File: src/logic/cpu16_settings.svh
`ifndef CPU16_SETTINGS_SVH
`define CPU16_SETTINGS_SVH

// data path and address bus width
`define CPU_WIDTH 16

// register file layout
`define CPU_NUM_REGS 8
`define CPU_IP_REG 7            // r7 doubles as the instruction pointer

// first fetch address out of reset
`define CPU_RESET_VECTOR 16'hf000

`endif

File: src/logic/cpu16_pkg.sv
`default_nettype none

package cpu16_pkg;

    // alu operations, codes match the op fields of the instructions
    typedef enum logic [3:0] {
        op_zero   = 4'h0,
        op_load_a = 4'h1,
        op_inc    = 4'h2,
        op_dec    = 4'h3,
        op_asl    = 4'h4,       // 4..7 shift through carry
        op_lsr    = 4'h5,
        op_rol    = 4'h6,
        op_ror    = 4'h7,
        op_or     = 4'h8,
        op_and    = 4'h9,
        op_xor    = 4'ha,
        op_load_b = 4'hb,
        op_add    = 4'hc,       // 12..15 produce a carry
        op_sub    = 4'hd,
        op_adc    = 4'he,
        op_sbb    = 4'hf
    } alu_op_t;

    typedef enum logic [2:0] {
        st_reset        = 3'd0,
        st_select       = 3'd1,
        st_decode_wait  = 3'd2,
        st_decode       = 3'd3,
        st_compute_wait = 3'd4,
        st_compute      = 3'd5
    } cpu_state_t;

    // request to the bus port for the coming edge
    typedef enum logic [1:0] {
        bus_idle  = 2'd0,
        bus_fetch = 2'd1,
        bus_read  = 2'd2,
        bus_write = 2'd3
    } bus_cmd_t;

endpackage

`default_nettype wire

File: src/logic/cpu16_alu.sv
`timescale 1ns/1ps
`default_nettype none

module cpu16_alu
    import cpu16_pkg::*;
(
    input  wire [15:0]  a,
    input  wire [15:0]  b,
    input  wire         carry_in,
    input  wire alu_op_t op,
    output logic [16:0] result      // bit 16 is carry out
);

    always_comb begin
        case (op)
            // unary
            op_zero:   result = '0;
            op_load_a: result = {1'b0, a};
            op_inc:    result = {1'b0, a} + 17'd1;
            op_dec:    result = {1'b0, a} - 17'd1;

            // edge bit of a lands in the carry position
            op_asl:    result = {a, 1'b0};
            op_lsr:    result = {a[0], 1'b0, a[15:1]};
            op_rol:    result = {a, carry_in};
            op_ror:    result = {a[0], carry_in, a[15:1]};

            op_or:     result = {1'b0, a | b};
            op_and:    result = {1'b0, a & b};
            op_xor:    result = {1'b0, a ^ b};
            op_load_b: result = {1'b0, b};

            op_add:    result = {1'b0, a} + {1'b0, b};
            op_sub:    result = {1'b0, a} - {1'b0, b};       // borrow in bit 16
            op_adc:    result = {1'b0, a} + {1'b0, b} + {16'd0, carry_in};
            op_sbb:    result = {1'b0, a} - {1'b0, b} - {16'd0, carry_in};
            default:   result = '0;
        endcase
    end

endmodule

`default_nettype wire

File: src/logic/cpu16_regfile.sv
`timescale 1ns/1ps
`default_nettype none
`include "cpu16_settings.svh"

module cpu16_regfile (
    input  wire                    clk,
    input  wire                    reset,
    input  wire [2:0]              rd_sel_a,
    input  wire [2:0]              rd_sel_b,
    output logic [`CPU_WIDTH-1:0]  rd_data_a,
    output logic [`CPU_WIDTH-1:0]  rd_data_b,
    input  wire                    wr_en,
    input  wire [2:0]              wr_sel,
    input  wire [`CPU_WIDTH:0]     wr_data,
    input  wire                    ip_inc,
    input  wire                    branch_take,
    input  wire [7:0]              branch_offset,
    input  wire                    flag_update,
    input  wire                    update_carry,
    output logic [`CPU_WIDTH-1:0]  ip,
    output logic                   carry,
    output logic                   zero,
    output logic                   neg
);

    logic [`CPU_WIDTH-1:0] regs [0:`CPU_NUM_REGS-2];   // r0..r6, ip kept apart
    logic [`CPU_WIDTH-1:0] offset_ext;
    logic                  wr_ip;

    assign offset_ext = {{(`CPU_WIDTH-8){branch_offset[7]}}, branch_offset};
    assign wr_ip      = (wr_sel == 3'(`CPU_IP_REG));

    // ip reads back like any other register
    assign rd_data_a = (rd_sel_a == 3'(`CPU_IP_REG)) ? ip : regs[rd_sel_a];
    assign rd_data_b = (rd_sel_b == 3'(`CPU_IP_REG)) ? ip : regs[rd_sel_b];

    always_ff @(posedge clk) begin
        if (wr_en && !wr_ip)
            regs[wr_sel] <= wr_data[`CPU_WIDTH-1:0];
    end

    always_ff @(posedge clk) begin
        if (reset) begin
            ip <= `CPU_RESET_VECTOR;
        end else if (wr_en && wr_ip) begin
            ip <= wr_data[`CPU_WIDTH-1:0];      // result into r7 is a jump
        end else if (branch_take) begin
            ip <= ip + offset_ext;              // ip already past the branch
        end else if (ip_inc) begin
            ip <= ip + 1'b1;
        end
    end

    always_ff @(posedge clk) begin
        if (reset) begin
            carry <= 1'b0;
            zero  <= 1'b0;
            neg   <= 1'b0;
        end else if (flag_update) begin
            if (update_carry)
                carry <= wr_data[`CPU_WIDTH];
            zero <= ~|wr_data[`CPU_WIDTH-1:0];
            neg  <= wr_data[`CPU_WIDTH-1];
        end
    end

    // fetch increment and branch come from different sequencer states
    a_ip_one_source: assert property (@(posedge clk) disable iff (reset)
        !(ip_inc && branch_take));

endmodule

`default_nettype wire

File: src/logic/cpu16_sequencer.sv
`timescale 1ns/1ps
`default_nettype none
`include "cpu16_settings.svh"

module cpu16_sequencer
    import cpu16_pkg::*;
(
    input  wire                    clk,
    input  wire                    reset,
    input  wire                    hold,
    output logic                   busy,
    input  wire [`CPU_WIDTH-1:0]   data_in,
    input  wire                    carry,
    input  wire                    zero,
    input  wire                    neg,
    input  wire [`CPU_WIDTH-1:0]   rd_data_a,
    input  wire [`CPU_WIDTH-1:0]   rd_data_b,
    input  wire [`CPU_WIDTH-1:0]   ip,
    output logic [2:0]             rd_sel_a,
    output logic [2:0]             rd_sel_b,
    output logic                   wr_en,
    output logic [2:0]             wr_sel,
    output logic                   ip_inc,
    output logic                   branch_take,
    output logic [7:0]             branch_offset,
    output logic                   flag_update,
    output logic                   update_carry,
    output alu_op_t                alu_op,
    output logic                   b_sel_const,
    output logic                   b_sel_mem,
    output logic [7:0]             imm_const,
    output bus_cmd_t               bus_cmd,
    output logic [`CPU_WIDTH-1:0]  bus_addr,
    output logic [`CPU_WIDTH-1:0]  bus_data
);

    cpu_state_t            state;
    cpu_state_t            state_next;
    logic [`CPU_WIDTH-1:0] opcode;      // latched at decode, used in compute
    logic [`CPU_WIDTH-1:0] instr;       // instruction word visible this cycle
    logic [`CPU_WIDTH-1:0] zp_addr;
    logic                  branch_cond;

    assign instr     = (state == st_decode) ? data_in : opcode;
    assign zp_addr   = {{(`CPU_WIDTH-8){1'b0}}, instr[7:0]};
    assign rd_sel_a  = instr[10:8];
    assign rd_sel_b  = instr[2:0];
    assign wr_sel    = opcode[10:8];
    assign imm_const = opcode[7:0];
    assign branch_offset = instr[7:0];

    // tttt of zero branches always, else any enabled flag equal to bit 11
    assign branch_cond = (instr[11:8] == 4'b0000) ||
                         (instr[8]  && (instr[11] == carry)) ||
                         (instr[9]  && (instr[11] == zero)) ||
                         (instr[10] && (instr[11] == neg));

    assign b_sel_const  = opcode[15];       // 11ooo aaa form
    assign b_sel_mem    = opcode[11];       // memory operand and zero page load
    assign update_carry = alu_op[2];

    always_comb begin
        if (opcode[15])
            alu_op = alu_op_t'({1'b1, opcode[13:11]});
        else if (opcode[13])
            alu_op = op_load_b;             // zero page load
        else
            alu_op = alu_op_t'(opcode[6:3]);
    end

    always_comb begin
        state_next  = state;
        ip_inc      = 1'b0;
        branch_take = 1'b0;
        wr_en       = 1'b0;
        flag_update = 1'b0;
        bus_cmd     = bus_idle;
        bus_addr    = ip;
        bus_data    = rd_data_a;
        case (state)
            st_reset: state_next = st_select;
            st_select: begin
                if (!hold) begin            // stalled fetch keeps ip and address
                    bus_cmd    = bus_fetch;
                    ip_inc     = 1'b1;
                    state_next = st_decode_wait;
                end
            end
            st_decode_wait: state_next = st_decode;
            st_decode: begin
                casez (data_in)
                    16'b00000???_0???????: state_next = st_compute;     // a op b
                    16'b00001???_01??????: begin                        // a op [b]
                        bus_cmd    = bus_read;
                        bus_addr   = rd_data_b;
                        state_next = st_compute_wait;
                    end
                    16'b11??????_????????: state_next = st_compute;     // a op #imm8
                    16'b00101???_????????: begin
                        bus_cmd    = bus_read;
                        bus_addr   = zp_addr;
                        state_next = st_compute_wait;
                    end
                    16'b00110???_????????: begin
                        bus_cmd    = bus_write;
                        bus_addr   = zp_addr;
                        state_next = st_select;
                    end
                    16'b1000????_????????: begin
                        branch_take = branch_cond;
                        state_next  = st_select;
                    end
                    default: state_next = st_reset;     // unknown opcode
                endcase
            end
            st_compute_wait: state_next = st_compute;   // memory operand arriving
            st_compute: begin
                wr_en       = 1'b1;
                flag_update = 1'b1;
                state_next  = st_select;
            end
            default: state_next = st_reset;
        endcase
    end

    always_ff @(posedge clk) begin
        if (reset) begin
            state <= st_reset;
            busy  <= 1'b1;
        end else begin
            state <= state_next;
            if (state == st_select)
                busy <= hold;
        end
    end

    always_ff @(posedge clk) begin
        if (state == st_decode)
            opcode <= data_in;
    end

    a_state_legal: assert property (@(posedge clk) disable iff (reset)
        state inside {st_reset, st_select, st_decode_wait, st_decode,
                      st_compute_wait, st_compute});

    // a store ends the instruction, the next cycle is a plain select
    a_write_in_decode: assert property (@(posedge clk) disable iff (reset)
        (bus_cmd == bus_write) |-> (state == st_decode)
            ##1 (state == st_select && bus_cmd != bus_write));

endmodule

`default_nettype wire

File: src/logic/cpu16_bus_port.sv
`timescale 1ns/1ps
`default_nettype none
`include "cpu16_settings.svh"

module cpu16_bus_port
    import cpu16_pkg::*;
(
    input  wire                    clk,
    input  wire                    reset,
    input  wire bus_cmd_t          bus_cmd,
    input  wire [`CPU_WIDTH-1:0]   bus_addr,
    input  wire [`CPU_WIDTH-1:0]   bus_data,
    output logic [`CPU_WIDTH-1:0]  address,
    output logic [`CPU_WIDTH-1:0]  data_out,
    output logic                   write
);

    always_ff @(posedge clk) begin
        if (reset) begin
            address <= '0;
            write   <= 1'b0;
        end else begin
            write <= (bus_cmd == bus_write);    // single cycle strobe
            if (bus_cmd != bus_idle)
                address <= bus_addr;            // fetch, read and write all drive it
        end
    end

    // store data only moves with a write
    always_ff @(posedge clk) begin
        if (bus_cmd == bus_write)
            data_out <= bus_data;
    end

    a_write_pulse: assert property (@(posedge clk) disable iff (reset)
        write |=> !write);

endmodule

`default_nettype wire

File: src/logic/cpu16_top.sv
`timescale 1ns/1ps
`default_nettype none
`include "cpu16_settings.svh"

module cpu16_top
    import cpu16_pkg::*;
(
    input  wire                   clk,
    input  wire                   reset,
    input  wire                   hold,
    output wire                   busy,
    output wire [`CPU_WIDTH-1:0]  address,
    input  wire [`CPU_WIDTH-1:0]  data_in,
    output wire [`CPU_WIDTH-1:0]  data_out,
    output wire                   write
);

    logic [`CPU_WIDTH-1:0] rd_data_a;
    logic [`CPU_WIDTH-1:0] rd_data_b;
    logic [`CPU_WIDTH-1:0] ip;
    logic [`CPU_WIDTH-1:0] b_operand;
    logic [`CPU_WIDTH:0]   alu_result;      // carry in the top bit
    logic [`CPU_WIDTH-1:0] bus_addr;
    logic [`CPU_WIDTH-1:0] bus_data;
    logic [2:0]            rd_sel_a;
    logic [2:0]            rd_sel_b;
    logic [2:0]            wr_sel;
    logic [7:0]            branch_offset;
    logic [7:0]            imm_const;
    logic                  wr_en;
    logic                  ip_inc;
    logic                  branch_take;
    logic                  flag_update;
    logic                  update_carry;
    logic                  b_sel_const;
    logic                  b_sel_mem;
    logic                  carry;
    logic                  zero;
    logic                  neg;
    alu_op_t               alu_op;
    bus_cmd_t              bus_cmd;

    // b operand: zero-extended constant, memory word or register b
    assign b_operand = b_sel_const ? {{(`CPU_WIDTH-8){1'b0}}, imm_const} :
                       b_sel_mem   ? data_in : rd_data_b;

    cpu16_sequencer i_sequencer (
        .clk(clk), .reset(reset), .hold(hold), .busy(busy), .data_in(data_in),
        .carry(carry), .zero(zero), .neg(neg),
        .rd_data_a(rd_data_a), .rd_data_b(rd_data_b), .ip(ip),
        .rd_sel_a(rd_sel_a), .rd_sel_b(rd_sel_b), .wr_en(wr_en), .wr_sel(wr_sel),
        .ip_inc(ip_inc), .branch_take(branch_take), .branch_offset(branch_offset),
        .flag_update(flag_update), .update_carry(update_carry), .alu_op(alu_op),
        .b_sel_const(b_sel_const), .b_sel_mem(b_sel_mem), .imm_const(imm_const),
        .bus_cmd(bus_cmd), .bus_addr(bus_addr), .bus_data(bus_data)
    );

    cpu16_regfile i_regfile (
        .clk(clk), .reset(reset),
        .rd_sel_a(rd_sel_a), .rd_sel_b(rd_sel_b),
        .rd_data_a(rd_data_a), .rd_data_b(rd_data_b),
        .wr_en(wr_en), .wr_sel(wr_sel), .wr_data(alu_result),
        .ip_inc(ip_inc), .branch_take(branch_take), .branch_offset(branch_offset),
        .flag_update(flag_update), .update_carry(update_carry),
        .ip(ip), .carry(carry), .zero(zero), .neg(neg)
    );

    cpu16_alu i_alu (
        .a(rd_data_a), .b(b_operand), .carry_in(carry), .op(alu_op), .result(alu_result)
    );

    cpu16_bus_port i_bus_port (
        .clk(clk), .reset(reset), .bus_cmd(bus_cmd), .bus_addr(bus_addr),
        .bus_data(bus_data), .address(address), .data_out(data_out), .write(write)
    );

endmodule

`default_nettype wire

File: config.mk
export PLATFORM = sky130hd
export DESIGN_NAME = cpu16_top
export DESIGN_NICKNAME = d
export VERILOG_FILES = /design/src/logic/cpu16_pkg.sv /design/src/logic/cpu16_alu.sv /design/src/logic/cpu16_regfile.sv /design/src/logic/cpu16_sequencer.sv /design/src/logic/cpu16_bus_port.sv /design/src/logic/cpu16_top.sv
export VERILOG_INCLUDE_DIRS = /design/src /design/src/logic
export SDC_FILE = /design/constraint.sdc
export NUM_CORES = 1
export LEC_CHECK = 0
export BUFFER_PORTS_ARGS = -buffer_cell sky130_fd_sc_hd__buf_2
export CORE_MARGIN = 2
export CORE_UTILIZATION = 50
export DETAILED_ROUTE_END_ITERATION = 10
export HOLD_SLACK_MARGIN = 0.03
export PLACE_DENSITY = 0.67
export SYNTH_ARGS = -nofsm -noshare
export SYNTH_HDL_FRONTEND = slang
export SYNTH_HIERARCHICAL = 1
export SYNTH_SLANG_ARGS = --single-unit
File: constraint.sdc
create_clock -name clk -period 8.06 [get_ports clk]
set_input_delay 1.209 -clock clk [delete_from_list [all_inputs] [get_ports clk]]
set_output_delay 1.209 -clock clk [all_outputs]
set_load 0.01 [all_outputs]
==> results by group <==
Status
  – Status: finished clean

Clock tree
  – CTS Sinks: about 180
  – # H-tree levels: 4
  – CTS buffer count: 17
  – Worst-Skew Late Latency: 0.45 ns
  – TritonCTS clock tree: built
  – Worst-path clk slew: 0.08 ns
  – CTS Hold Bufs: 0
  – Post-CTS Resized: 0
  – Setup repair bufs after CTS: 0
  – Root buffer cell: clkbuf_16
  – CTS max path bufs: 2

Placed design
  – Dpl hpwl: 34900 um
  – Routability cong.: 0.990
  – Port Buffers: 52

Cells and area
  – Diode count: 0
  – Area delta synth->final: 7.75%
  – FILL cells: 2501
  – Nets@finish: between 1.5k and 2k
  – Layout cells sized above 1: 0.175

STA
  – Final hold violation count: 0
  – # setup viols final: 0
  – Tightest Pin Transition: 1.13 ns
  – Fin crit period: 7.55 ns
  – Setup TNS: 0 ns
  – F_max: ~130 MHz
  – Setup Skew: 0.0129 ns
  – Slew Limit Fails: 0
  – RSZ-0062 raised after global routing: no
  – Period utilisation layout: 0.937
  – Slew Limit Headroom: 0.245

Drt
  – DR vias/cell: 6.57
  – Remaining DRCs: 0
  – WL/cell: 25.6 um
  – Post-route ant nets: 0
  – Vias: 12.3k
  – Drt first pass iters: 6
  – First DRT Iteration DRCs: approximately 1.8k
  – Detailed Route WL: 47900 um

Critical path
  – CP arrival: 7.93 ns
  – Critical Path Slowest Stage Cell: a211oi_1
  – Critical path type: register to register
  – Largest stage delay, worst path: 0.62 ns
  – Startpoint types: register
  – Crit-path most repeated cell: a21oi_1
  – R2R depth: 24
  – Critical-path cell list: and3b_1, mux2_2, buf_4, mux4_2, nor2_1, a211oi_1, mux2i_1, o21ai_0, inv_1, ha_1, a21oi_1, and2_1, a21oi_1, a211oi_1, nand4_1, nor3_1, xnor2_1, a221oi_1, o21ai_0, nor4_1, nand2_1, nor4_1, nand4b_1, a21oi_1
  – CP Capture Type: register
  – Max FO, Critical Path: 12
  – Worst Path Required: 8.44 ns

GRT
  – Global-route wire length before repair: roughly 72000 um
  – Initial antenna violation count: 1
  – Gr ovfl total: 0
  – Pin count of the biggest net entering global routing: 44
  – Vias in the first global route: roughly 11k
  – Total Routing Usage GR: 0.316

Logic synthesis
  – Asr flop ratio synth: 0
  – Cell taking the most area after synthesis: edfxtp_1
  – Most frequent cell after synthesis: nor2_1
  – Synth Area per Inst: roughly 9.6 um^2
  – Post-synth top cells: nor2_1 (154), edfxtp_1 (131), nand2_1 (83)
  – Synth cell types: 95
  – Syn_nets: around 1.6k
  – Number of enable flip-flop cells after synthesis: roughly 130
  – Area contributors post-synth: edfxtp_1 (28%), dfxtp_1 (7.3%), ha_1 (6.8%)
  – YS warnings: 6
  – Synth Flop Type: edfxtp_1
  – #FFs+latches synth: 183
  – Cells after Synth: 1487
  – Post-Syn Area: 14300 um^2
  – Area share of the largest cell type after synthesis: 0.276
  – Sequential area share after synthesis: 0.349

Floorplanning
  – Die ar.: 29900 um^2
  – Core area: around 28000 um^2
  – Die width: 173 um
  – Initial core utilization: 0.510
  – Ports: 53
  – FP Rows: 61
  – Die Height: roughly 170 um

Power
  – Clock share of power: 0.149
  – LEAKAGE: ~5.8 nW
  – VDD IR-drop max: 0.000217 V
  – Seq pwr share: 0.205
  – Combinational Power Share: 0.646
  – Psw: 3.01 mW
  – Cell Int Power: 2.99 mW
  – Power Density: 391 nW/um^2
  – Switching portion of total power: 0.502
  – Total Power: about 6.0 mW

Worst hold path
  – Worst Hold Class: register to register
  – Hold depth: 1

Job
  – Max cap viols: 0
## state kept, by name (all words and copies together), names as in the netlist, 3 cells and up
| register | flops |
|---|---|
| i_bus_port/address | 16 |
| i_bus_port/data_out | 16 |
| i_regfile/ip | 16 |
| i_regfile/regs | 112 |
| i_sequencer/opcode | 15 |
| i_sequencer/state | 3 |
## layer usage
layer  GRT usage  vias up  share of wire
met5           0        -              0
met4       0.125        0          0.040
met3      0.0750       98           0.11
met2       0.459      725           0.42
met1       0.453     5929           0.42
li1            -     5569              -
## worst paths after layout
path                            slack [ns]                  start                    end
worst max-delay path                  0.51   i_sequencer/state[2]         i_regfile/zero
worst min-delay path                  0.53  i_sequencer/opcode[4]  i_sequencer/opcode[4]
worst max register to register        0.51   i_sequencer/state[2]         i_regfile/zero
worst min register to register        0.53  i_sequencer/opcode[4]  i_sequencer/opcode[4]
## per-stage QoR
stage                     worst slack (ns)   util  cells  hold WS (ns)  instance area [um^2]
after CTS                            0.734  0.550   1874         0.529                 15400
after global placement               0.379  0.527   1842         0.482                 14700
after global routing                0.0863  0.550   1874         0.556                 15400
final                                0.506  0.550   1874         0.529                 15400
after detailed placement             0.404  0.527   1842         0.512                 14700
after floorplan                       1.53      -   1487         0.459                 14300
## power groups by stage
| stage | Clock (mW) | Combinational (mW) | Sequential [mW] |
|---|---|---|---|
| finish | 0.892 | 3.88 | 1.23 |
| global route | 0.942 | 4.13 | 1.24 |
| CTS | 0.901 | 3.74 | 1.23 |
| detailed placement | 0 | 3.71 | 1.25 |
| global placement | 0 | 3.72 | 1.25 |
| floorplan | 0 | 2.69 | 1.22 |
## logic make-up after synthesis
logic type | share of synthesized area
buffers and inverters | 0.0684
adder cells (fa/ha/maj) | 0.0741
AND/OR/NAND/NOR | 0.162
XOR/XNOR | 0.0399
AO/OA/AOI/OAI | 0.201
multiplexers | 0.105
flip-flops | 0.349
## final cells by class
| cell class | instances | area, um^2 | share of cell area |
|---|---|---|---|
| Sequential cell | 183 | 4970 | 0.324 |
| Tap cell | 378 | 473 | 0.0308 |
| Clock buffer | 17 | 425 | 0.0277 |
| Timing Repair Buffer | 112 | 711 | 0.0463 |
| Clock inverter | 15 | 210 | 0.0137 |
| Multi-Input combinational cell | 1108 | 8340 | 0.543 |
| Inverter | 61 | 229 | 0.0149 |
## placed cells by master (no fill, tap or decap), types with 35 or more instances in the layout
cell type / Yosys / layout
a211oi_1: 43 / 42
a21oi_1: 71 / 71
buf_2: 14 / 52
buf_4: 46 / 60
dfxtp_1: 52 / 52
edfxtp_1: 131 / 131
ha_1: 78 / 78
inv_1: 60 / 60
mux2_2: 46 / 46
nand2_1: 83 / 83
nor2_1: 154 / 153
o21ai_0: 76 / 74
o22ai_1: 35 / 35
xnor2_1: 46 / 46
## worst max-delay path, delay by kind of cell (launching register included)
kind,cells,cell delay (ns)
compound gates,8,2.99
simple gates,9,2.08
mux,3,1.03
fa+ha+maj,1,0.49
buf+inv,2,0.42
flops,1,0.36
xor+xnor,1,0.10
No activity file was read; power rests on OpenSTA's default activity.
